[src/hw/pca_config.svh]
// Fixed-point format, mixing matrix constants and reset weight
// Wishbone register byte offsets
`ifndef PCA_CONFIG_SVH
`define PCA_CONFIG_SVH

`define PCA_FRAC        16            // Fraction bits of 16.16

// Mixing matrix, x1 = a11*s1 + a12*s2, x2 = a21*s1 - a22*s2
`define PCA_A11         32'h0000C000  // 0.75
`define PCA_A12         32'h00018000  // 1.5
`define PCA_A21         32'h00008000  // 0.5
`define PCA_A22         32'h00005555  // 0.333333

`define PCA_W_INIT      32'h00008000  // Eigenvector start value 0.5

// Register map
`define PCA_REG_S1      8'h00         // Source sample 1
`define PCA_REG_S2      8'h04         // Source sample 2
`define PCA_REG_MU1     8'h08         // Learning rate PC1
`define PCA_REG_MU2     8'h0C         // Learning rate PC2
`define PCA_REG_CTRL    8'h10         // Bit 0 starts a step
`define PCA_REG_STATUS  8'h14         // Busy at bit 16, count below
`define PCA_REG_X1      8'h20
`define PCA_REG_X2      8'h24
`define PCA_REG_W11     8'h28
`define PCA_REG_W12     8'h2C
`define PCA_REG_W21     8'h30
`define PCA_REG_W22     8'h34
`define PCA_REG_Y1      8'h38
`define PCA_REG_Y2      8'h3C

`endif

[src/hw/pca_pkg.sv]
// Shared types of the PCA engine
// Fixed-point and Wishbone words, sample counter, readback select

package pca_pkg;

  //**********************************************************
  // Data words
  //**********************************************************
  typedef logic signed [31:0] fix_t;     // 16.16 value
  typedef logic signed [63:0] prod_t;    // Full product before shift

  //**********************************************************
  // Bus and status words
  //**********************************************************
  typedef logic [7:0]  wb_adr_t;         // Byte address
  typedef logic [31:0] wb_dat_t;         // Data word
  typedef logic [15:0] count_t;          // Finished samples

  // Readback words held by the result block
  typedef enum logic [3:0] {
    SEL_X1,
    SEL_X2,
    SEL_W11,
    SEL_W12,
    SEL_W21,
    SEL_W22,
    SEL_Y1,
    SEL_Y2,
    SEL_STATUS
  } res_sel_t;

endpackage

[src/hw/pca_if.sv]


interface pca_state_if;
  import pca_pkg::*;

  fix_t x1;    // Mixed inputs
  fix_t x2;
  fix_t w11;   // Eigenvector weights after update
  fix_t w12;
  fix_t w21;
  fix_t w22;
  fix_t y1;    // Component outputs
  fix_t y2;
  logic done;  // New sample on the lines

  modport source (
    output x1, output x2, output w11, output w12,
    output w21, output w22, output y1, output y2, output done
  );
  modport sink (
    input x1, input x2, input w11, input w12,
    input w21, input w22, input y1, input y2, input done
  );
endinterface

[src/hw/pca_result.sv]
// Published PCA state with readback select
// Sample counter and busy flag
`timescale 1ns/1ns
`include "pca_config.svh"

module pca_result (
  input  logic              clk,
  input  logic              reset,
  pca_state_if.sink         state_if,
  input  logic              step,      // Start pulse from the decoder
  input  pca_pkg::res_sel_t res_sel,
  output pca_pkg::wb_dat_t  res_data
);
  import pca_pkg::*;

  fix_t   x1_q, x2_q;
  fix_t   w11_q, w12_q, w21_q, w22_q;
  fix_t   y1_q, y2_q;
  count_t count;      // Finished samples, wraps
  logic   busy;

  //**********************************************************
  // Capture on done
  //**********************************************************
  always_ff @(posedge clk or posedge reset) begin
    if (reset) begin
      x1_q  <= '0;
      x2_q  <= '0;
      w11_q <= `PCA_W_INIT;
      w12_q <= `PCA_W_INIT;
      w21_q <= `PCA_W_INIT;
      w22_q <= `PCA_W_INIT;
      y1_q  <= '0;
      y2_q  <= '0;
      count <= '0;
    end else if (state_if.done) begin
      x1_q  <= state_if.x1;
      x2_q  <= state_if.x2;
      w11_q <= state_if.w11;
      w12_q <= state_if.w12;
      w21_q <= state_if.w21;
      w22_q <= state_if.w22;
      y1_q  <= state_if.y1;
      y2_q  <= state_if.y2;
      count <= count + 1'b1;
    end
  end

  // Step wins over done, a new sample is then in stage A
  always_ff @(posedge clk or posedge reset) begin
    if (reset)
      busy <= 1'b0;
    else if (step)
      busy <= 1'b1;
    else if (state_if.done)
      busy <= 1'b0;
  end

  // Readback word
  always_comb begin
    case (res_sel)
      SEL_X1:     res_data = x1_q;
      SEL_X2:     res_data = x2_q;
      SEL_W11:    res_data = w11_q;
      SEL_W12:    res_data = w12_q;
      SEL_W21:    res_data = w21_q;
      SEL_W22:    res_data = w22_q;
      SEL_Y1:     res_data = y1_q;
      SEL_Y2:     res_data = y2_q;
      SEL_STATUS: res_data = {15'd0, busy, count};
      default:    res_data = '0;
    endcase
  end

endmodule

[src/flat_wrapper.sv]
// flat-port wrapper written by rule: the top's interface ports become plain ports
module pca_result_flat import pca_pkg::*;
  (clk, reset, step, res_sel, res_data, state_if_x1, state_if_x2, state_if_w11, state_if_w12, state_if_w21, state_if_w22, state_if_y1, state_if_y2, state_if_done);
  pca_state_if state_if_i ();
  input  logic clk;
  input  logic reset;
  input  logic step;
  input  pca_pkg::res_sel_t res_sel;
  output pca_pkg::wb_dat_t res_data;
  input wire logic [$bits(state_if_i.x1)-1:0] state_if_x1;
  input wire logic [$bits(state_if_i.x2)-1:0] state_if_x2;
  input wire logic [$bits(state_if_i.w11)-1:0] state_if_w11;
  input wire logic [$bits(state_if_i.w12)-1:0] state_if_w12;
  input wire logic [$bits(state_if_i.w21)-1:0] state_if_w21;
  input wire logic [$bits(state_if_i.w22)-1:0] state_if_w22;
  input wire logic [$bits(state_if_i.y1)-1:0] state_if_y1;
  input wire logic [$bits(state_if_i.y2)-1:0] state_if_y2;
  input wire logic [$bits(state_if_i.done)-1:0] state_if_done;
  assign state_if_i.x1 = state_if_x1;
  assign state_if_i.x2 = state_if_x2;
  assign state_if_i.w11 = state_if_w11;
  assign state_if_i.w12 = state_if_w12;
  assign state_if_i.w21 = state_if_w21;
  assign state_if_i.w22 = state_if_w22;
  assign state_if_i.y1 = state_if_y1;
  assign state_if_i.y2 = state_if_y2;
  assign state_if_i.done = state_if_done;
  pca_result u_core (.clk(clk), .reset(reset), .state_if(state_if_i), .step(step), .res_sel(res_sel), .res_data(res_data));
endmodule
[config.mk]
export PLATFORM = sky130hd
export DESIGN_NAME = pca_result_flat
export DESIGN_NICKNAME = d
export VERILOG_FILES = /design/src/hw/pca_pkg.sv /design/src/hw/pca_if.sv /design/src/hw/pca_result.sv /design/src/flat_wrapper.sv
export VERILOG_INCLUDE_DIRS = /design/src /design/src/hw
export SDC_FILE = /design/constraint.sdc
export NUM_CORES = 1
export LEC_CHECK = 0
export BUFFER_PORTS_ARGS = -buffer_cell sky130_fd_sc_hd__buf_2
export CAP_MARGIN = 25
export CORE_MARGIN = 4
export CORE_UTILIZATION = 55
export CTS_CLUSTER_DIAMETER = 60
export DETAILED_ROUTE_END_ITERATION = 10
export GPL_TIMING_DRIVEN = 0
export HOLD_SLACK_MARGIN = 0.1
export MAX_ROUTING_LAYER = met4
export PLACE_DENSITY = 0.87
export SYNTH_ARGS = -nofsm -noshare
export SYNTH_HDL_FRONTEND = slang
export SYNTH_SLANG_ARGS = --single-unit
[constraint.sdc]
create_clock -name clk -period 12.6 [get_ports clk]
set_clock_uncertainty 0.2 [all_clocks]
set_input_delay 0.63 -clock clk [delete_from_list [all_inputs] [get_ports clk]]
set_output_delay 0.63 -clock clk [all_outputs]
set_load 0.02 [all_outputs]
== After elaboration in Yosys (flattened, before gate mapping) ==
Cells that the tools add are included.

* Flip-flop bits (word level): 273
* Latch bits: 0
* Bits in writable memories: 0
* ROM bits: 0
* Input bits: 264
* Output and inout bits: 32
* Word-level logic and storage cells: 24
* Memories: 0

* $add $sub $neg: 1
* $mul: 0
* Divide/modulo/power cells: 0
* $lt $le $gt $ge: 0
* Equality and inequality tests: 8
* Shift operators: 0
* Muxes and demuxes: 3
* Bitwise logic cells: 0
* Reductions and logical operators: 2

{| class="wikitable"
|+ Operators by type and width
! kind !! number
|-
| $pmux W32 S9 || 1
|-
| $add A16 B1 Y16 const B || 1
|-
| $eq A4 B3 Y1 const B || 4
|-
| $eq A4 B2 Y1 const B || 2
|-
| $eq A4 B1 Y1 const B || 1
|-
| $eq A4 B4 Y1 const B || 1
|-
| $logic_not A4 Y1 || 1
|-
| $mux W1 || 2
|-
| $reduce_bool A2 Y1 || 1
|}

== Longest topological paths before layout ==
* Depth after elaboration: 2
* Depth in mapped cells: 8
* Depth with buffers taken out: 5

== Worst setup path after synthesis ==
No wires, ideal clock.

* Path type: input to output
* From: input port res_sel[3]
* To: output port res_data[20]
* Arrival time: 2.025 ns
* Data required time: 11.770 ns
* Path slack: 9.745 ns
* Stages: 7
* Buffers on the path: 3
* Cells stage by stage: buf_2 -> buf_2 -> or3b_2 -> clkbuf_1 -> o22ai_1 -> nor2_1 -> nor2_1

* Longest elaborated chain between the ends: 2
* Elaborated cells on any way between the ends: 10
* Classes of those cells: eq/ne: 8; mux: 1; reduce/logical: 1

{| class="wikitable"
|+ Ends and longest elaborated chain
! item !! RTL line !! RTL
|-
| start, declared || flat_wrapper.sv:8 || <nowiki>input pca_pkg::res_sel_t res_sel;</nowiki>
|-
| $eq A4 B4 Y1, or another cell as far along || pca_result.sv:61 || <nowiki>case (res_sel)</nowiki>
|-
| $pmux W32 S9 (*) || pca_result.sv:61 ||
|-
| end, declared || flat_wrapper.sv:9 || <nowiki>output pca_pkg::wb_dat_t res_data;</nowiki>
|}

Every way passes the cells marked *; elsewhere a longest branch is shown, timed or not.

== Worst setup path after layout ==
* From: input port res_sel[0]
* To: output port res_data[22]

Same word-level chain as after synthesis.

==> summary.md <==
| Metric | Value |
|---|---|
| Share of cells above drive strength 1 | 0.514 |
| Post-detail-place hpwl | between 20 and 30 mm |
| Number of rows created at floorplan | 54 |
| Die height | ~160 um |
| Commonest non-fill, non-tap cell in the layout | buf_2 |
| Starting DRT DRC Count | around 750 |
| Area of the multi-input gates | between 0.005 and 0.006 sq mm |
| Vias in the first global route | about 10000 |
| Grt ovf | 0 |
| Xor/xnor share of the synthesized area | 0.0106 |
| Mapped Avg Cell Area | 13.7 sq um |
| Syn Nets | 1171 |
| CP max stage cell | clkbuf_1 |
| Final estimated routing congestion in global placement | between 0.9 and 1 |
| Worst setup EP type | output port |
| CP Cell Sequence | buf_2 > buf_2 > nor2b_1 > clkbuf_1 > a22oi_1 > o221ai_1 > buf_2 |
| Worst-Margin Slew | 1.05 ns |
| Clock Latency Late Sink | approximately 0.55 ns |
| Clock share of power | 0.396 |
| Post-route cell area | around 0.016 sq mm |
| Area share of the largest cell type after synthesis | 0.543 |
| First drt pass iteration count | 7 |
| Post-synth ARST share | 1.00 |
| Yosys top cell by area | dfrtp_1 |
| Pwr Density | 147 mW/mm^2 |
| H-tree levels | 1 |
| Number of buffers created by CTS | 30 |
| EDFF count, synth | 0 |
| Fill cells | roughly 1500 |
| Max Freq | around 0.27 GHz |
| Tmin final | 3.75 ns |
| Hold crit path type | in2reg |
| Clk root buf | clkbuf_16 |
| Worst VDD drop | approximately 120 uV |
| Total Routing Usage GR | 0.345 |
| Crit path top cell by count | buf_2 |
| Width of the chip | ~160 um |
| Predominant post-synthesis flop cell | dfrtp_1 |
| Startpoint types | primary input |
| RSZ-0062 raised after global routing | no |
| Leakage | slightly above 7 nW |
| Simple-Gate Fraction of Synth Area | 0.0417 |
| Synth-to-Final Area Change | 26.3% |
| Vias | between 9000 and 10000 |
| Layout Nets | approximately 1500 |
| DIE AREA | between 0.02 and 0.03 sq mm |
| # DRC | 0 |
| Clock transition at path regs | around 0.06 ns |
| Synth Warn # | 0 |
| Final Cycle Share | 0.298 |
| First-pass GRT wire length | a little over 60 mm |
| Worst-path fanout max | 10 |
| Slew Limit Fails | 0 |
| DR vias/cell | between 6 and 7 |
| Storage cell area | 0.00684 sq mm |
| Status | completed |
| CP Class | in2out |
| Synth area leaders | dfrtp_1, mux2_2, mux2i_1 |
| Comb pwr share | 0.154 |
| Commonest cells after routing, fill and taps aside | buf_2, dfrtp_1, mux2_2, mux2i_1, a22oi_1 |
| Initial antenna violation count | 5 |
| Netlist Area Pre-Place | approximately 0.012 sq mm |
| Slowest cell delay on critical path | 0.68 ns |
| Adder-cell share of the synthesized area | 0.00101 |
| Initial Util | 0.563 |
| Core area | 0.0220 sq mm |
| Cells after synthesis | 906 |
| Switching power | approximately 0.6 mW |
| Main combinational cell family by area after synthesis | multiplexers |
| Internal power | approximately 1.7 mW |
| Post-synthesis compound-gate area fraction | 0.0797 |
| # Max-Cap Violations | 0 |
| Multiplexer share of the synthesized area | 0.290 |
| Arrival time at the worst endpoint | 2.92 ns |
| Largest net degree at the start of global routing | 133 |
| TritonCTS clock tree | built |
| Synthesis-stage register bit count | roughly 270 |
| Final WL | 42.7 mm |
| Slew HR | 0.302 |
| Detail Route Antenna Nets | 0 |
| Cell Area, Placed | between 0.01 and 0.015 sq mm |
| Count of input and output buffers | between 200 and 300 |
| Clk buf depth | 3 |
| Reg power frac | 0.450 |
| Count of final setup violators | 0 |
| WL per Instance | around 27 um |
| Final hold violation count | 0 |
| WP data required | between 10 and 15 ns |
| Sw frac | 0.264 |
| CTS sink count | roughly 270 |
| Sequential cell area fraction in the yosys report | 0.551 |
| Layout Utilization | 0.711 |
| I/O pin count | slightly below 300 |
| Post-route setup TNS | 0 ns |
| Number of distinct library cells after synthesis | about 50 |
layer usage:
layer / part of all wire / wire [um] / up-vias / global-route usage
met3: 0.078 / 3330 / 132 / 0.0552
li1: - / - / 4098 / -
met5: 0 / 0 / - / -
met1: 0.39 / 16800 / 4933 / 0.436
met4: 0.044 / 1880 / 0 / 0.139
met2: 0.49 / 20700 / 575 / 0.559
critical path: cells and delay by family:
family	cells	cell delay (ns)
and+or+nand+nor	1	0.48
AOI/OAI and AO/OA	2	0.57
buffers and inverters	4	1.24
final cells by class:
cell class | instances | area share
Sequential cell | 273 | 0.437
Multi-Input combinational cell | 566 | 0.336
Inverter | 3 | 0.00120
Clock buffer | 45 | 0.0567
Tap cell | 280 | 0.0224
Timing Repair Buffer | 328 | 0.118
Clock inverter | 11 | 0.00895
Buffer | 64 | 0.0195
Antenna cell | 6 | 0.000959
through the flow:
| stage | std cells | hold WS (ns) | power, mW | worst slack [ns] |
|---|---|---|---|---|
| after floorplan | 906 | 0.241 | 1.24 | 4.25 |
| after global placement | 1480 | 0.259 | 1.37 | 1.59 |
| after detailed placement | 1482 | 0.258 | 1.39 | 8.91 |
| after CTS | 1569 | 0.100 | 2.29 | 8.90 |
| after global routing | 1575 | 0.103 | 2.38 | 8.83 |
| final | 1576 | 0.111 | 2.30 | 8.85 |
state kept, by name (all words and copies together) (netlist names):
signal        flops
u_core.w11_q     32
u_core.w21_q     32
u_core.count     16
u_core.y1_q      32
u_core.busy       1
u_core.w12_q     32
u_core.y2_q      32
u_core.x2_q      32
u_core.w22_q     32
u_core.x1_q      32
power by group through the flow:
stage                     clock, mW  sequential [mW]  combinational (mW)
final                         0.911             1.04               0.354
after detailed placement          0             1.05               0.340
after CTS                     0.910             1.03               0.350
after floorplan                   0             1.03               0.218
after global routing          0.953             1.04               0.377
after global placement            0             1.04               0.327
path summary, 6_finish.rpt:
kind	startpoint	to	slack [ns]	cells past startpoint
worst max-delay path	res_sel[0]	res_data[22]	8.85	7
worst max register to register	u_core.count[2]	u_core.count[15]	10.70	5
min in group asynchronous	reset	u_core.x1_q[20]	0.33	3
worst min-delay path	state_if_w22[12]	u_core.w22_q[12]	0.11	2
max in group asynchronous	reset	u_core.y1_q[6]	11.00	4
worst min register to register	u_core.count[15]	u_core.count[15]	0.27	1
kinds of logic after synthesis:
group                      after synthesis
buffers and inverters                   67
muxes                                  322
adders and majority gates                1
DFF                                    273
xor gates and xnor gates                15
AOI/OAI and AO/OA                      132
and+or+nand+nor                         96
Yosys cell counts, types with 6 or more instances:
library cell / instances
o221ai_1: 9
xor2_1: 8
o22ai_1: 23
or3_1: 8
mux2_2: 263
nor3_1: 7
dfrtp_1: 269
nor2_1: 22
nor2b_1: 12
xnor2_1: 7
buf_2: 31
clkbuf_1: 25
o22a_1: 9
o21ai_0: 9
a22oi_1: 50
nand2_1: 20
nand3_1: 6
mux2i_1: 55
what timing repair did:
action,4_1_cts,5_1_grt
endpoints found under the hold margin,41,1
hold buffers,31,1
setup buffers,0,0
resized for setup,0,0
Note: power is estimated with default switching activity, not from simulation.
