--- src/hw/pca_config.svh ---
// Fixed-point format, mixing matrix constants and reset weight
// Wishbone register byte offsets
`ifndef PCA_CONFIG_SVH
`define PCA_CONFIG_SVH

`define PCA_FRAC        16            // Fraction bits of 16.16

// Mixing matrix, x1 = a11*s1 + a12*s2, x2 = a21*s1 - a22*s2
`define PCA_A11         32'h0000C000  // 0.75
`define PCA_A12         32'h00018000  // 1.5
`define PCA_A21         32'h00008000  // 0.5
`define PCA_A22         32'h00005555  // 0.333333

`define PCA_W_INIT      32'h00008000  // Eigenvector start value 0.5

// Register map
`define PCA_REG_S1      8'h00         // Source sample 1
`define PCA_REG_S2      8'h04         // Source sample 2
`define PCA_REG_MU1     8'h08         // Learning rate PC1
`define PCA_REG_MU2     8'h0C         // Learning rate PC2
`define PCA_REG_CTRL    8'h10         // Bit 0 starts a step
`define PCA_REG_STATUS  8'h14         // Busy at bit 16, count below
`define PCA_REG_X1      8'h20
`define PCA_REG_X2      8'h24
`define PCA_REG_W11     8'h28
`define PCA_REG_W12     8'h2C
`define PCA_REG_W21     8'h30
`define PCA_REG_W22     8'h34
`define PCA_REG_Y1      8'h38
`define PCA_REG_Y2      8'h3C

`endif

--- src/hw/pca_pkg.sv ---
// Shared types of the PCA engine
// Fixed-point and Wishbone words, sample counter, readback select

package pca_pkg;

  //**********************************************************
  // Data words
  //**********************************************************
  typedef logic signed [31:0] fix_t;     // 16.16 value
  typedef logic signed [63:0] prod_t;    // Full product before shift

  //**********************************************************
  // Bus and status words
  //**********************************************************
  typedef logic [7:0]  wb_adr_t;         // Byte address
  typedef logic [31:0] wb_dat_t;         // Data word
  typedef logic [15:0] count_t;          // Finished samples

  // Readback words held by the result block
  typedef enum logic [3:0] {
    SEL_X1,
    SEL_X2,
    SEL_W11,
    SEL_W12,
    SEL_W21,
    SEL_W22,
    SEL_Y1,
    SEL_Y2,
    SEL_STATUS
  } res_sel_t;

endpackage

--- src/hw/pca_if.sv ---
// Step interface from the register decoder to the datapath
// State interface from the datapath to the result block
`timescale 1ns/1ns

interface pca_step_if;
  import pca_pkg::*;

  fix_t s1;    // Source samples
  fix_t s2;
  fix_t mu1;   // Learning rates
  fix_t mu2;
  logic step;  // One-cycle start pulse

  modport source (output s1, output s2, output mu1, output mu2, output step);
  modport sink   (input  s1, input  s2, input  mu1, input  mu2, input  step);
endinterface


--- src/hw/pca_wb_decode.sv ---
// Wishbone classic slave of the PCA engine
// Input registers, step command from CTRL, read data path
`timescale 1ns/1ns
`include "pca_config.svh"

module pca_wb_decode (
  input  logic              clk,
  input  logic              reset,
  input  pca_pkg::wb_adr_t  wb_adr,
  input  pca_pkg::wb_dat_t  wb_dat_w,
  input  logic              wb_we,
  input  logic              wb_cyc,
  input  logic              wb_stb,
  output logic              wb_ack,
  output pca_pkg::wb_dat_t  wb_dat_r,
  pca_step_if.source        step_if,
  output pca_pkg::res_sel_t res_sel,   // Result word wanted
  input  pca_pkg::wb_dat_t  res_data   // Result word returned
);
  import pca_pkg::*;

  logic    acc;      // New access, ack not yet given
  logic    wr;
  wb_dat_t rd_word;  // Read data before the ack register

  assign acc = wb_cyc & wb_stb & ~wb_ack;
  assign wr  = acc & wb_we;

  //**********************************************************
  // Address to result select
  //**********************************************************
  always_comb begin
    case (wb_adr)
      `PCA_REG_X1:  res_sel = SEL_X1;
      `PCA_REG_X2:  res_sel = SEL_X2;
      `PCA_REG_W11: res_sel = SEL_W11;
      `PCA_REG_W12: res_sel = SEL_W12;
      `PCA_REG_W21: res_sel = SEL_W21;
      `PCA_REG_W22: res_sel = SEL_W22;
      `PCA_REG_Y1:  res_sel = SEL_Y1;
      `PCA_REG_Y2:  res_sel = SEL_Y2;
      default:      res_sel = SEL_STATUS;  // STATUS and don't-care
    endcase
  end

  // Read mux, own registers first
  always_comb begin
    case (wb_adr)
      `PCA_REG_S1:     rd_word = step_if.s1;
      `PCA_REG_S2:     rd_word = step_if.s2;
      `PCA_REG_MU1:    rd_word = step_if.mu1;
      `PCA_REG_MU2:    rd_word = step_if.mu2;
      `PCA_REG_STATUS,
      `PCA_REG_X1,
      `PCA_REG_X2,
      `PCA_REG_W11,
      `PCA_REG_W12,
      `PCA_REG_W21,
      `PCA_REG_W22,
      `PCA_REG_Y1,
      `PCA_REG_Y2:     rd_word = res_data;
      default:         rd_word = '0;       // CTRL and holes read 0
    endcase
  end

  //**********************************************************
  // Ack, step pulse and input registers
  //**********************************************************
  always_ff @(posedge clk or posedge reset) begin
    if (reset) begin
      wb_ack       <= 1'b0;
      wb_dat_r     <= '0;
      step_if.step <= 1'b0;
      step_if.s1   <= '0;
      step_if.s2   <= '0;
      step_if.mu1  <= '0;
      step_if.mu2  <= '0;
    end else begin
      wb_ack       <= acc;  // One wait cycle, one ack cycle
      step_if.step <= wr && (wb_adr == `PCA_REG_CTRL) && wb_dat_w[0];
      if (acc && !wb_we)
        wb_dat_r <= rd_word;
      if (wr) begin
        case (wb_adr)
          `PCA_REG_S1:  step_if.s1  <= wb_dat_w;
          `PCA_REG_S2:  step_if.s2  <= wb_dat_w;
          `PCA_REG_MU1: step_if.mu1 <= wb_dat_w;
          `PCA_REG_MU2: step_if.mu2 <= wb_dat_w;
          default: ;                         // Ignored
        endcase
      end
    end
  end

endmodule

--- src/flat_wrapper.sv ---
// flat-port wrapper written by rule: the top's interface ports become plain ports
module pca_wb_decode_flat import pca_pkg::*;
  (clk, reset, wb_adr, wb_dat_w, wb_we, wb_cyc, wb_stb, wb_ack, wb_dat_r, res_sel, res_data, step_if_s1, step_if_s2, step_if_mu1, step_if_mu2, step_if_step);
  pca_step_if step_if_i ();
  input  logic clk;
  input  logic reset;
  input  pca_pkg::wb_adr_t wb_adr;
  input  pca_pkg::wb_dat_t wb_dat_w;
  input  logic wb_we;
  input  logic wb_cyc;
  input  logic wb_stb;
  output logic wb_ack;
  output pca_pkg::wb_dat_t wb_dat_r;
  output pca_pkg::res_sel_t res_sel;
  input  pca_pkg::wb_dat_t res_data;
  output wire logic [$bits(step_if_i.s1)-1:0] step_if_s1;
  output wire logic [$bits(step_if_i.s2)-1:0] step_if_s2;
  output wire logic [$bits(step_if_i.mu1)-1:0] step_if_mu1;
  output wire logic [$bits(step_if_i.mu2)-1:0] step_if_mu2;
  output wire logic [$bits(step_if_i.step)-1:0] step_if_step;
  assign step_if_s1 = step_if_i.s1;
  assign step_if_s2 = step_if_i.s2;
  assign step_if_mu1 = step_if_i.mu1;
  assign step_if_mu2 = step_if_i.mu2;
  assign step_if_step = step_if_i.step;
  pca_wb_decode u_core (.clk(clk), .reset(reset), .wb_adr(wb_adr), .wb_dat_w(wb_dat_w), .wb_we(wb_we), .wb_cyc(wb_cyc), .wb_stb(wb_stb), .wb_ack(wb_ack), .wb_dat_r(wb_dat_r), .step_if(step_if_i), .res_sel(res_sel), .res_data(res_data));
endmodule
--- config.mk ---
export PLATFORM = sky130hd
export DESIGN_NAME = pca_wb_decode_flat
export DESIGN_NICKNAME = d
export VERILOG_FILES = /design/src/hw/pca_pkg.sv /design/src/hw/pca_if.sv /design/src/hw/pca_wb_decode.sv /design/src/flat_wrapper.sv
export VERILOG_INCLUDE_DIRS = /design/src /design/src/hw
export SDC_FILE = /design/constraint.sdc
export NUM_CORES = 1
export LEC_CHECK = 0
export ABC_AREA = 1
export BUFFER_PORTS_ARGS = -buffer_cell sky130_fd_sc_hd__buf_2
export CORE_ASPECT_RATIO = 1.75
export CORE_UTILIZATION = 46
export CTS_BUF_LIST = sky130_fd_sc_hd__clkbuf_16
export DETAILED_ROUTE_END_ITERATION = 10
export PLACE_DENSITY = 0.8
export SETUP_SLACK_MARGIN = 0.1
export SYNTH_ARGS = -nofsm -noshare
export SYNTH_HDL_FRONTEND = slang
export SYNTH_SLANG_ARGS = --single-unit
--- constraint.sdc ---
create_clock -name clk -period 5.4 [get_ports clk]
set_input_delay 1.35 -clock clk [delete_from_list [all_inputs] [get_ports clk]]
set_output_delay 1.35 -clock clk [all_outputs]
set_load 0.02 [all_outputs]
Word level (Yosys, flattened, before mapping). Index checks and enable logic that the tools add are counted.

Eq/ne operators: 13. Multiplexer cells: 2. Bitwise logic cells: 4. Reductions and logical operators: 10.

Operators by type and width (number): 32-bit case mux with 5 select lines (1); 8-bit by 6-bit equality test with 1-bit output (second input constant) (8); 4-bit case mux with 8 select lines (1); 8-bit by 4-bit equality test with 1-bit output (second input constant) (2); 8-bit by 5-bit equality test with 1-bit output (second input constant) (2); 9-bit OR reduction (1); 8-bit by 3-bit equality test with 1-bit output (second input constant) (1); 8-bit zero test (1); 2-bit AND reduction (4); 1-bit bitwise AND (3); 1-bit logical AND (3); 1-bit zero test (1); 1-bit NOT (1).

Bits in registers: 162. Input port bits: 77. Output and inout bits: 166. Word-level logic and storage cells: 36.

Depth between registers and ports, before layout. Gate-level depths: netlist (run 1).

Depth in word-level cells: 5. Gate-level depth with buffers: 11. Depth with buffers taken out: 10.

Worst setup path after synthesis (run 1). OpenSTA, ideal clock, no wires.

Path type: input -> output. Start: input wb_adr[1]. End: output res_sel[0]. Arrival time: 2154 ps. Required time: 4050 ps. Path slack: 1896 ps. Cell stages on the path: 3. Path buffers: 0. Cell sequence: nor2_1 > nand3_1 > nor2_1.

Word-level cells in the longest chain between the ends: 2. Elaborated cells between the ends (all ways): 9. Classes of those cells: eq/ne: 8; mux: 1.

RTL lines: from (decl) (line flat_wrapper.sv:7) `input pca_pkg::wb_adr_t wb_adr;`; 8-bit by 6-bit equality test with 1-bit output (line pca_wb_decode.sv:33) `case (wb_adr)`; 4-bit case mux with 8 select lines (*) (line pca_wb_decode.sv:33); to (decl) (line flat_wrapper.sv:14) `output pca_pkg::res_sel_t res_sel;`.

Every way passes the cells marked *; elsewhere a longest branch is shown, timed or not.

Final worst setup path (run 1).
Start: input wb_adr[1]. End: output res_sel[2].

The elaborated chain is that of the path after synthesis.

==> summary by stage, run 1 <==
Status
The flow ran to the end, and the final reports show no timing, DRC or antenna violations.

Clock tree
The number of buffers created by CTS is 17. The H-tree was split into 4 levels. After clock tree synthesis, the clock-pin slew on the worst setup and hold paths is ~0.07 ns.

The total of hold buffers inserted after clock tree synthesis is 0. The longest clock path from root to sink contains 2 buffers. The insertion delay to the later sink of the worst-skew pair is between 0.4 and 0.5 ns. In this run, post-CTS repair resized a total of 0 instances. The clock tree from TritonCTS is yes. The post-CTS setup-driven buffer insertion count is 0. Clock tree synthesis selected as its root buffer the cell sky130_fd_sc_hd__clkbuf_16. The number of clock sinks seen by CTS is approximately 160.

STA
The number of pins with negative max-slew slack in the final report is 0. Setup violations remaining at the end of the flow were counted as 0. For the pin with the worst max-slew slack, the measured transition is around 1.2 ns.

The top achievable clock speed is slightly below 300 MHz. Setup repair after global routing left no endpoint under its margin. The count of final hold-check violations is 0.

Of the available clock period, the critical path in the final layout requires 63.82%. The total negative slack is 0 ns. The worst max-slew margin expressed relative to the limit is a little over a fifth. Between clock sinks in the finished design, the worst skew comes to approximately 0.0083 ns. The post-route minimum period is ~3.4 ns.

Synth
The synthesized cell area is 7543 sq um. The xor and xnor fraction of the mapped netlist area is 0%. The multiplexer share of the synthesized area is 0%. The basic-gate share of the synthesized area counting and, or, nand and nor cells is approximately 30%.

Synthesis inferred between 150 and 200 register bits. The gate count after technology mapping is around 940. In this run the mean area of a mapped cell was about 8.0 sq um. The synthesized netlist devotes 8.492% of its cell area to compound gates. The adder-cell share of the synthesized area is 0%. After synthesis, the largest family of logic cells by area is simple AND/OR/NAND/NOR gates.

The number of nets in the synthesized netlist is 1015. The sequential fraction of the synthesis area is between 50% and 60%. Synthesis instantiated 22 different standard cells from the library. Yosys printed 0 warnings.

Critical path
The category of the most critical setup path is in -> out. Following the worst setup path forward leads to its endpoint at res_sel[2]. Walking the worst path, the cells encountered are buf_2 -> nor2_1 -> nand4_1 -> inv_1 -> buf_2. STA puts the critical path data arrival time at around 2.1 ns. The internal reg-to-reg setup slack is ~2.8 ns. In this design, the critical path's most frequently occurring cell is sky130_fd_sc_hd__buf_2.

The end of the worst register-to-register path is u_core.wb_dat_r[4]. The most critical setup path has its startpoint at wb_adr[1]. For the worst setup path, the data required time is a little over 4 ns. The worst path buffer plus inverter count is 3.

Measured in cells, the most critical reg-to-reg path has a length of 6. In this run the worst path has a maximum fanout of 4. The number of cells on the critical path is 5.

The critical path's largest stage delay is roughly 0.20 ns. The kind of cell adding the most delay to the critical path is simple AND/OR/NAND/NOR gates. In this run the critical register-to-register path is launched from u_core.wb_ack. The worst setup path is captured at an output port. The startpoint type of the worst setup path is a primary input. The slowest stage of the critical path belongs to the cell sky130_fd_sc_hd__nor2_1.

Layout
The number of antenna diodes in the final layout is 0. Leaving out fill and tap cells, the most frequent cells in the layout are sky130_fd_sc_hd__nand2_1, sky130_fd_sc_hd__buf_2, sky130_fd_sc_hd__dfrtp_1, sky130_fd_sc_hd__o21ai_1, sky130_fd_sc_hd__nand3_1. The most common cell after layout, fill and taps aside is sky130_fd_sc_hd__nand2_1. The filler cell count in the final layout is about 1500. In the final layout, the share of cells above drive strength 1 is 25.06%. The sequential cells in the finished layout cover a total of slightly above 4000 sq um. The finished cells cover 9195 sq um. From synthesis to final layout, the design area changed by 21.89%. For this run, the post-layout net count is around 1200. Summing all multi-input logic gate instances after layout gives 2935 sq um.

Floorplan
The core area is between 15000 and 20000 sq um. Measured along the y axis, the die boundary spans 171.4 um. The horizontal extent of the die is between 90 and 100 um. Pin placement for this block handled roughly 240 I/O pins. The initialized floorplan defines 61 standard-cell rows. The overall die area is 16930 sq um.

Once the floorplan was initialized, standard cells occupied a little under half of the core.

GRT
The via count of the first global-routing pass is 6784. The initial antenna violation count came to 0. In the global route stage, overall resource usage came out at a little over a quarter. The remaining global-route overflow is 0. The maximum number of pins on one net before global-route repair is about 140.

The global-route wire length before repair is roughly 34000 um.

Detailed routing
The remaining antenna violation count after routing is 0. Using the TritonRoute via totals, the vias-per-cell ratio works out to 5.236. The detailed-route wire length is roughly 22000 um. The detailed-route wire length per cell is around 16 um. The number of vias in the routed layout is between 7000 and 8000.

The first TritonRoute pass finished after 6 iterations. After the first detailed-routing iteration, the DRC count stood at 476. For this run, design rule violations remaining after detail routing come to 0.

Placement
At the end of routability-driven placement, the weighted congestion stood at 0.8853. The quantity of I/O buffers inserted on ports is 242. The HPWL after detailed placement is ~14000 um.

Once placement finished, the instance area stood at about 8700 sq um.

Run
The number of maximum-capacitance violations is 0.

Min path
In this run the worst hold path is classified as reg -> reg.

Pwr
The worst ir drop on vdd is between 0.15 and 0.2 mV. The leakage component of the power is roughly 5.4 nW. The total power per unit cell area is 275.1 nW/um^2.
## through the flow
step | instances | total power, mW | setup WS, ns | hold WS, ns | utilization (%)
5_1_grt | 1350 | 2.607 | 1.843 | 0.4968 | 57.64
6_report | 1350 | 2.530 | 1.954 | 0.4744 | 57.64
3_5_place_dp | 1319 | 1.448 | 1.659 | 0.4602 | 54.30
3_3_place_gp | 1319 | 1.445 | 1.754 | 0.4563 | 54.30
4_1_cts | 1350 | 2.544 | 1.953 | 0.4784 | 57.64
2_1_floorplan | 938 | 1.369 | 1.896 | 0.5872 | -
## power breakdown
| part | switching [mW] | internal [mW] | leakage, nW |
|---|---|---|---|
| sequential | 0.0147 | 1.23 | 2.26 |
| clock | 0.515 | 0.591 | 0.252 |
| combinational | 0.125 | 0.0511 | 2.91 |
## worst min path at each step
stage,start,to,depth (start not counted)
4_1_cts,u_core.wb_dat_r[31],u_core.wb_dat_r[31],2
5_1_grt,u_core.wb_dat_r[31],u_core.wb_dat_r[31],2
3_5_place_dp,u_core.wb_dat_r[31],u_core.wb_dat_r[31],2
2_1_floorplan,u_core.wb_dat_r[29],u_core.wb_dat_r[29],2
3_3_place_gp,u_core.wb_dat_r[0],u_core.wb_dat_r[0],2
6_report,u_core.wb_dat_r[8],u_core.wb_dat_r[8],2
## registers in the layout, summed over array words and instances (netlist names)
register,count
u_core.step_if.mu1,32
u_core.step_if.mu2,32
u_core.step_if.s1,32
u_core.step_if.s2,32
u_core.step_if.step,1
u_core.wb_ack,1
u_core.wb_dat_r,32
## worst reg2reg max path, cell delays in order (launching register included)
cell	delay, ns
sky130_fd_sc_hd__dfrtp_1	0.37
sky130_fd_sc_hd__nor2_1	0.10
sky130_fd_sc_hd__nand2_1	0.15
sky130_fd_sc_hd__nor2_4	0.75
sky130_fd_sc_hd__inv_1	0.84
sky130_fd_sc_hd__nand2_1	0.24
sky130_fd_sc_hd__nand2_1	0.07
## metal layers
layer,up-vias,global-route usage [%],share of wire (%)
met1,3276,30.13,39
met5,-,0,0
met4,0,16.48,4.8
met3,70,4.673,5.5
met2,301,45.27,50
li1,3422,-,-
## cell families after synthesis
logic type | Yosys count
simple gates | 548
flops | 162
compound gates | 128
buf+inv | 100
## cells in the mapped netlist
| master | instances | area share, % |
|---|---|---|
| sky130_fd_sc_hd__nand2_4 | 1 | 0.15 |
| sky130_fd_sc_hd__clkbuf_1 | 5 | 0.25 |
| sky130_fd_sc_hd__nor2_2 | 3 | 0.25 |
| sky130_fd_sc_hd__buf_4 | 3 | 0.30 |
| sky130_fd_sc_hd__inv_1 | 44 | 2.2 |
| sky130_fd_sc_hd__nand3_4 | 3 | 0.70 |
| sky130_fd_sc_hd__buf_6 | 18 | 2.7 |
| sky130_fd_sc_hd__buf_2 | 27 | 1.8 |
| sky130_fd_sc_hd__dfrtp_1 | 162 | 54 |
| sky130_fd_sc_hd__nand3_2 | 1 | 0.13 |
| sky130_fd_sc_hd__nand3_1 | 97 | 6.4 |
| sky130_fd_sc_hd__nand4_1 | 2 | 0.17 |
| sky130_fd_sc_hd__o21ai_0 | 5 | 0.33 |
| sky130_fd_sc_hd__o21ai_1 | 123 | 8.2 |
| sky130_fd_sc_hd__nand2_1 | 395 | 20 |
| sky130_fd_sc_hd__nor2_4 | 4 | 0.60 |
| sky130_fd_sc_hd__nor2_1 | 40 | 2.0 |
| sky130_fd_sc_hd__buf_1 | 1 | 0.050 |
| sky130_fd_sc_hd__nor3_1 | 1 | 0.066 |
| sky130_fd_sc_hd__buf_8 | 1 | 0.20 |
| sky130_fd_sc_hd__nand2_2 | 1 | 0.083 |
| sky130_fd_sc_hd__inv_4 | 1 | 0.083 |
## final cells by class
cell class / instances / share of cell area [%]
sequential: 162 / 44.09
clock buffer: 17 / 4.626
tap: 189 / 2.572
timing repair buffer: 247 / 13.72
inverter: 45 / 1.905
clock inverter: 14 / 1.170
multi-input combinational: 676 / 31.92
No activity file was read; power rests on OpenSTA's default activity.
==> run 2, diff against run 1 <==
--- a/config.mk
+++ b/config.mk
@@ -9,10 +9,10 @@
 export ABC_AREA = 1
 export BUFFER_PORTS_ARGS = -buffer_cell sky130_fd_sc_hd__buf_2
 export CORE_ASPECT_RATIO = 1.75
-export CORE_UTILIZATION = 46
+export CORE_UTILIZATION = 51
 export CTS_BUF_LIST = sky130_fd_sc_hd__clkbuf_16
 export DETAILED_ROUTE_END_ITERATION = 10
-export PLACE_DENSITY = 0.8
+export PLACE_DENSITY = 0.84
 export SETUP_SLACK_MARGIN = 0.1
 export SYNTH_ARGS = -nofsm -noshare
 export SYNTH_HDL_FRONTEND = slang
==> constraint.sdc (replaced) <==
create_clock -name clk -period 3.4 [get_ports clk]
set_input_delay 0.85 -clock clk [delete_from_list [all_inputs] [get_ports clk]]
set_output_delay 0.85 -clock clk [all_outputs]
set_load 0.02 [all_outputs]
==> run 2 against run 1 <==
Net effect:
- power grew 64%
- cell count is essentially flat
- count of clock-buffer cells in the layout is the same
- register-to-register slack lost 1.3 ns
- worst hold slack lost 0.0015 ns
- critical path depth is the same
- clock power grew 70%
- core utilization grew 6.8 points
- sequential power grew 58%
- wire length shrank 0.58%
- global-route usage grew 3.4 points
==> summary by stage, run 2 (synthesis gave the netlist of run 1 again) <==
STA
The count of final hold-check violations came to 0. The number of failing setup endpoints in the final timing report is 0. The number of pins with negative max-slew slack in the final report is 0.

For the finished layout, the period the worst path requires is 2.588 ns. On the final layout, the worst clock skew is about 0.012 ns. The top achievable clock speed is between 300 and 400 MHz. Setup repair after global routing left no endpoint under its margin. The worst max-slew margin expressed relative to the limit is between 30% and 40%. In the finished design, the share of the clock period the worst path needs comes to 76.12%. The total negative slack is 0 ns. The tightest hold margin is 0.4729 ns. Across all setup checks in the final design, the least slack found is approximately 0.8 ns. For the pin with the worst max-slew slack, the measured transition is 0.9430 ns.

GRT
The global-route wire length before repair is between 30000 and 40000 um. The initial antenna violation count is 0. The via count of the first global-routing pass is around 6900. Global routing consumed, over all layers together, 29.65% of the routing resources. The maximum number of pins on one net before global-route repair is between 150 and 200. After global routing the overflow that remains totals 0.

Detailed routing
The number of detailed-route iterations in the first pass is 5. The detailed-route wire length per cell is 16.23 um. The via count normalized by instance count is between 5 and 6.

For this block, the via count after detailed routing is around 7200. The number of DRC violations after detailed-routing iteration 0 is between 400 and 500. Wires add up to 21900 um. The count of nets left with antenna violations once routing finished came out at 0.

The total DRC errors in the routed layout is 0.

Pwr
Total power for the finished layout comes to roughly 4.2 mW. The share of total power in sequential cells is 47.7%. Summed over all cells, the static leakage comes to approximately 5.5 nW.

The clock power share is between 40% and 50%. Power spread over the standard cell area amounts to roughly 450 nW/um^2. The combinational share of power is approximately 6.8%. The worst ir drop on vdd is between 0.3 and 0.4 mV.

For this design the total switching power over the nets is 1.027 mW. In this run switching power makes up ~25% of total power. The internal power of the cells totals between 3 and 4 mW.

Layout
The utilization of the core after routing is roughly 64%. Leaving out filler cells and counting taps, the final layout contains between 1000 and 1500. The growth of design area from synthesis to finish is 23.40%. Leaving out fill and tap cells, the most frequent cell in the layout is sky130_fd_sc_hd__nand2_1. The diode insertion count for antenna repair is 0. The cell area after layout is ~9300 sq um.

In the layout the commonest cells are sky130_fd_sc_hd__nand2_1, sky130_fd_sc_hd__buf_2, sky130_fd_sc_hd__dfrtp_1, sky130_fd_sc_hd__o21ai_1, sky130_fd_sc_hd__nand3_1. Cells with a size suffix above 1 make up 25.75% of the layout. At the end of the flow, the number of nets in the layout was about 1200.

Critical path
The category of the most critical setup path is in -> out. For flop-to-flop paths, the worst setup slack is ~1.5 ns. The end of the worst register-to-register path is u_core.step_if.mu2[18]. The startpoint type of the worst setup path is a primary input. The sort of element at the end of the critical path is an output port. The required time at the worst-slack endpoint is approximately 2.6 ns. The count of cells along the worst register-to-register path is 7. The worst register-to-register path begins at u_core.wb_ack. Of all nets on the critical path, the largest fanout is 4. For the worst setup path, the data arrival time is roughly 1.7 ns.

Floorplan
The die boundary height is ~160 um. The floorplan step set the die width to between 90 and 100 um. The core region is between 10000 and 15000 sq um. The floorplan has 58 rows.

The effective utilization at floorplan is between 50% and 60%. The overall die area is 15300 sq um. around 240 I/O pins were placed.

Placement
The worst slack at placement is about 0.66 ns. Once detailed placement completed, the half-perimeter wirelength came to around 15000 um. The total placed cells including tap cells is between 1000 and 1500. Port buffering added between 200 and 250 buffers. In this run the cell area measured after placement is 8731 sq um. The final weighted congestion in routability-driven placement is approximately 0.86.

Clock tree
TritonCTS built the clock tree. CTS built an H-tree with a depth of 4. The tree built by TritonCTS fans out to around 160 sinks. The insertion delay to the later sink of the worst-skew pair is 0.42 ns. The clock passes through at most 2 buffers.

The post-CTS clock slew at the launch and capture registers of the worst setup and hold paths is around 0.060 ns. The total of hold buffers inserted after clock tree synthesis is 0. The number of buffers created by CTS is 17. The post-CTS setup-driven buffer insertion count is 0. The tree is rooted in a sky130_fd_sc_hd__clkbuf_16. The total of cells resized after clock tree synthesis is 0.

Run
The tool flagged a number of max-cap violations equal to 0.

Status
The flow ran to the end, and the final reports show no timing, DRC or antenna violations.

Min path
The worst hold-check path type is reg -> reg. For hold timing, the worst endpoint is u_core.wb_dat_r[18]. The critical hold path startpoint is u_core.wb_dat_r[18]. Counting instances, the worst hold path has a depth of 2.
## run 2: cell types whose count changed in the layout (fill, tap and decap cells not counted), sizes merged
cell	before	now
clkinvlp	5	4
inv	50	49
bufinv	0	2
clkinv	4	3
buf	247	256
## run 2: layer usage
| metal | up-vias | routed length (um) | share of wire [%] | track usage (%) |
|---|---|---|---|---|
| li1 | 3438 | - | - | - |
| met1 | 3379 | 7943 | 36 | 33.80 |
| met2 | 317 | 11360 | 52 | 50.80 |
| met3 | 76 | 1341 | 6.1 | 4.902 |
| met4 | 0 | 1253 | 5.7 | 18.81 |
| met5 | - | 0 | 0 | 0 |
## run 2: power groups by stage
stage	logic, mW	registers [mW]	clock network [mW]
floorplan	0.121	2.05	0
global placement	0.281	2.02	0
detailed placement	0.286	2.02	0
CTS	0.287	1.98	1.92
global route	0.313	1.98	2.00
finish	0.284	1.98	1.89
## run 2: area by class of cell
cell class	count	area, sq um
clock buffers	17	425.4
fillers	1264	5132
repair buffers	256	1341
inverters	45	175.2
multi-input cells	676	2935
clock inverters	13	152.6
well taps	180	225.2
flip-flops and latches	162	4054
## run 2: worst max-delay path by stage
stage	startpoint	to	slack [ns]	cells past startpoint
after global routing	wb_adr[1]	res_sel[0]	0.73	5
after CTS	wb_adr[1]	res_sel[1]	0.81	5
after floorplan	reset	u_core.step_if.mu1[0]	0.49	1
final	wb_adr[1]	res_sel[0]	0.81	5
after global placement	wb_adr[1]	u_core.step_if.s1[21]	0.77	7
after detailed placement	wb_adr[1]	u_core.step_if.s1[21]	0.66	6
## run 2: critical path, cell delays in order
cell and delay (ns):
sky130_fd_sc_hd__buf_2 0.10, sky130_fd_sc_hd__nor2_1 0.26, sky130_fd_sc_hd__nand3_1 0.23, sky130_fd_sc_hd__nor2_1 0.12
sky130_fd_sc_hd__buf_2 0.17
==> run 3, diff against run 2 <==
--- a/config.mk
+++ b/config.mk
@@ -6,13 +6,13 @@
 export SDC_FILE = /design/constraint.sdc
 export NUM_CORES = 1
 export LEC_CHECK = 0
-export ABC_AREA = 1
+export ABC_AREA = 0
 export BUFFER_PORTS_ARGS = -buffer_cell sky130_fd_sc_hd__buf_2
 export CORE_ASPECT_RATIO = 1.75
 export CORE_UTILIZATION = 51
 export CTS_BUF_LIST = sky130_fd_sc_hd__clkbuf_16
 export DETAILED_ROUTE_END_ITERATION = 10
-export PLACE_DENSITY = 0.84
+export PLACE_DENSITY = 0.85
 export SETUP_SLACK_MARGIN = 0.1
 export SYNTH_ARGS = -nofsm -noshare
 export SYNTH_HDL_FRONTEND = slang
==> constraint.sdc (replaced) <==
create_clock -name clk -period 2.58 [get_ports clk]
set_input_delay 0.645 -clock clk [delete_from_list [all_inputs] [get_ports clk]]
set_output_delay 0.645 -clock clk [all_outputs]
set_load 0.02 [all_outputs]
==> run 3 against run 2 <==
Net effect:
- clock power increased by 27%
- critical path type unchanged
- cell count decreased by 30%
- setup slack got worse by 0.39 ns
- combinational power increased by 42%
- critical endpoint is now res_sel[1]
- core utilization increased by 2.2 points
- clock skew decreased by 0.0023 ns
- sequential cell count unchanged
- largest cell class unchanged
- global-route usage increased by 1.0 points
- via count decreased by 19%
- count of clock-buffer cells in the layout unchanged
- die area decreased by 3.7%
==> summary by stage, run 3 <==
Min path
The worst hold-check path type is in -> async.

Layout
The most common cell after layout, fill and taps aside is sky130_fd_sc_hd__buf_2. The share of layout cells above drive strength 1 is a little over two fifths. The utilization of the core after routing is 66.69%. Compared with the post-synthesis result, the final layout area differs by 27.81%. In the layout the commonest cells are sky130_fd_sc_hd__buf_2, sky130_fd_sc_hd__dfrtp_1, sky130_fd_sc_hd__mux2_1, sky130_fd_sc_hd__nand2_1. The repair_antennas step left the layout with diodes totalling 0.

The number of standard cells in the final layout excluding fillers is between 900 and 1000. In the final design database the tool counted about 840 nets.

Critical path
The sort of element at the end of the critical path is an output port. The largest driver fanout on the critical path is 6. Among all stages on the critical path, the largest delay is contributed by sky130_fd_sc_hd__nor4_4. Walking the worst path, the cells encountered are buf_2 -> nor4_4 -> and3_1 -> buf_2.

In this design, the stage delay of the slowest critical-path cell is approximately 0.37 ns. Measured in cells, the most critical reg-to-reg path has a length of 5. The most used cell along the critical path is sky130_fd_sc_hd__buf_2.

The capturing instance or port of the critical path is res_sel[1]. The category of the most critical setup path is in -> out. The worst register-to-register path ends at u_core.step_if.s1[7]. The origin of the worst setup path is wb_adr[7]. For flop-to-flop paths, the worst setup slack is ~0.65 ns. The worst setup path is launched from a primary input. The critical path arrival is between 1.5 and 2 ns. For the worst setup path, the data required time is about 1.9 ns.

The worst register-to-register path begins at u_core.wb_ack.

Clock tree
Clock tree synthesis found a total of 162 sinks. The H-tree was split into 4 levels. The clock passes through at most 2 buffers. After clock tree synthesis, the clock-pin slew on the worst setup and hold paths is approximately 0.070 ns.

The total of cells resized after clock tree synthesis is 0. The post-CTS setup-driven buffer insertion count is 0. The total of hold buffers inserted after clock tree synthesis is 0.

In this run, CTS created clock tree buffers numbering 17. The insertion delay to the later sink of the worst-skew pair is 0.41 ns. The clock tree from TritonCTS is yes.

The root buffer selected by CTS is sky130_fd_sc_hd__clkbuf_16.

Synth
After synthesis, the largest area contributor takes up roughly 56% of total cell area. Of all cell types, the one taking the most synthesized area is sky130_fd_sc_hd__dfrtp_1. Yosys mapped a number of flops with a built-in enable equal to 0. The synthesized design contains 162 register bits.

The sequential fraction of the synthesis area is 55.86%. The multiplexer share of the synthesized area is 25.83%. The combinational family with the most area after synthesis is multiplexers. By area the synthesized netlist is led by sky130_fd_sc_hd__dfrtp_1, sky130_fd_sc_hd__mux2_1, sky130_fd_sc_hd__mux2_4. After Yosys synthesis, full adders, half adders and majority gates account for 0% of the synthesized area. The xor and xnor fraction of the mapped netlist area is 0%. The mean instance size in the synthesized netlist is between 10 and 15 sq um. The basic-gate share of the synthesized area counting and, or, nand and nor cells is about 4.5%. The area fraction in compound gates after synthesis is a little over a tenth. The netlist uses 32 different library cells. The primary flip-flop cell chosen by synthesis mapping is sky130_fd_sc_hd__dfrtp_1. The number of nets handed over by synthesis was roughly 600.

The synthesized cell area is just over 7000 sq um. The share of synthesized flip-flops with an asynchronous set or reset is 100.0%. Synthesis handed over a netlist of ~520 instances. For this run, the number of Yosys warnings is 0. By count the netlist is led by sky130_fd_sc_hd__dfrtp_1, sky130_fd_sc_hd__mux2_1, sky130_fd_sc_hd__nand2_1. The most common cell in the synthesized netlist is sky130_fd_sc_hd__dfrtp_1.

Detailed routing
Dividing the detail-routed wire length by the instance count gives around 23 um. In the routed design, unresolved DRC markers number 0. Once detail routing completed, the nets flagged for antenna violations numbered 0. The via count normalized by instance count is 6.189. The first routing iteration left about 490 violations.

The number of detailed-route iterations in the first pass is 8. Wires add up to 21750 um. The number of vias in the routed layout is 5873.

STA
The worst max-slew margin expressed relative to the limit is a little over half. Setup repair after global routing left no endpoint under its margin. Dividing the final minimum period by the clock period gives between 80% and 90%. The number of pins with negative max-slew slack in the final report was 0. Setup violations remaining at the end of the flow were counted as 0. Adding up every negative setup slack in the final design gives 0 ns.

The top achievable clock speed is 463.1 MHz. For the pin with the worst max-slew slack, the measured transition is between 0.6 and 0.7 ns. The post-route minimum period is about 2.2 ns.

In the post-route analysis, the smallest setup slack over all paths is between 0.4 and 0.5 ns. The count of final hold-check violations is 0. Between clock sinks in the finished design, the worst skew comes to 0.009394 ns.

Floorplan
Measured along the y axis, the die boundary spans roughly 160 um. The effective utilization at floorplan is 52.18%. The number of rows created at floorplan is 57. The number of top-level pins is between 200 and 250. The overall die area is 14730 sq um. The horizontal extent of the die is 92.17 um. The core area is between 10000 and 15000 sq um.

Pwr
The worst ir drop on vdd is 0.4644 mV. The completed layout was analyzed and its total power is approximately 5.4 mW. The analysis attributes to cell leakage a power of about 5.3 nW.

The total power per unit cell area is 583.0 nW/um^2.

GRT
The remaining global-route overflow is 0. The first global-routing pass estimated approximately 34000 um of wire. The maximum number of pins on one net before global-route repair is 54.

The via count of the first global-routing pass is about 6300. The initial antenna violation count was 0. Global routing used 30.65% of the available tracks.

Status
The flow ran to the end, and the final reports show no timing, DRC or antenna violations.

Placement
The quantity of I/O buffers inserted on ports is 242. Detailed placement ended at an HPWL of approximately 15000 um. Counting tap cells, the placed design contains a total of 917 instances.

At the end of routability-driven placement, the weighted congestion stood at between 0.9 and 1. The worst slack at placement is between 0.2 and 0.25 ns.

Run
Max-cap violations in this run came to 0.
==> run 3: cell count changes in the layout (fill, tap and decap cells not counted), moves of 39 or more <==
cell                      change
sky130_fd_sc_hd__nand2_1    -360
sky130_fd_sc_hd__inv_1       -42
sky130_fd_sc_hd__mux2_1      +98
sky130_fd_sc_hd__nand3_1     -96
sky130_fd_sc_hd__nor2_1      -39
sky130_fd_sc_hd__o21ai_1     -91
==> run 3: worst max-delay path: cells and delay by family <==
kind | cells | cell delay [ns]
buffers and inverters | 2 | 0.30
AND/OR/NAND/NOR | 2 | 0.57
==> run 3: cell type report <==
class,count,area (sq um)
Clock buffer,17,425.4
Clock inverter,15,130.1
Fill cell,1033,4632
Inverter,1,7.507
Multi-Input combinational cell,315,3000
Sequential cell,162,4054
Tap cell,177,221.5
Timing Repair Buffer,262,1436
==> run 3: through the flow <==
| step | hold slack, ns | instance area, sq um |
|---|---|---|
| floorplan | 0.5920 | 7261 |
| global placement | 0.4636 | 8720 |
| detailed placement | 0.4716 | 8720 |
| CTS | 0.3487 | 9275 |
| global route | 0.3713 | 9275 |
| finish | 0.3423 | 9275 |
==> run 3: worst min path at each step <==
| stage | startpoint | to | cells past startpoint |
|---|---|---|---|
| 3_3_place_gp | u_core.wb_dat_r[29] | u_core.wb_dat_r[29] | 2 |
| 3_5_place_dp | u_core.wb_dat_r[30] | u_core.wb_dat_r[30] | 2 |
| 4_1_cts | reset | u_core.step_if.mu2[22] | 2 |
| 2_1_floorplan | u_core.wb_dat_r[29] | u_core.wb_dat_r[29] | 2 |
| 6_report | reset | u_core.step_if.mu2[22] | 2 |
| 5_1_grt | reset | u_core.step_if.mu2[22] | 2 |
==> run 3: cell families after synthesis <==
kind of cell | Yosys count
buf+inv | 44
mux | 160
simple gates | 58
compound gates | 97
flops | 162
==> run 3: metal layers <==
metal | routed length (um) | GRT usage (%) | vias up
met5 | 0 | 0 | -
met4 | 969 | 16.41 | 0
met3 | 1496 | 7.048 | 85
met2 | 11960 | 55.12 | 368
met1 | 7329 | 32.68 | 2969
li1 | - | - | 2451
==> run 3: where the power goes <==
group          switching (mW)  internal, mW  leakage (nW)  total, mW
Clock                    1.06          1.34         0.280       2.40
Combinational           0.261         0.143          2.72      0.404
Sequential             0.0271          2.57          2.26       2.60
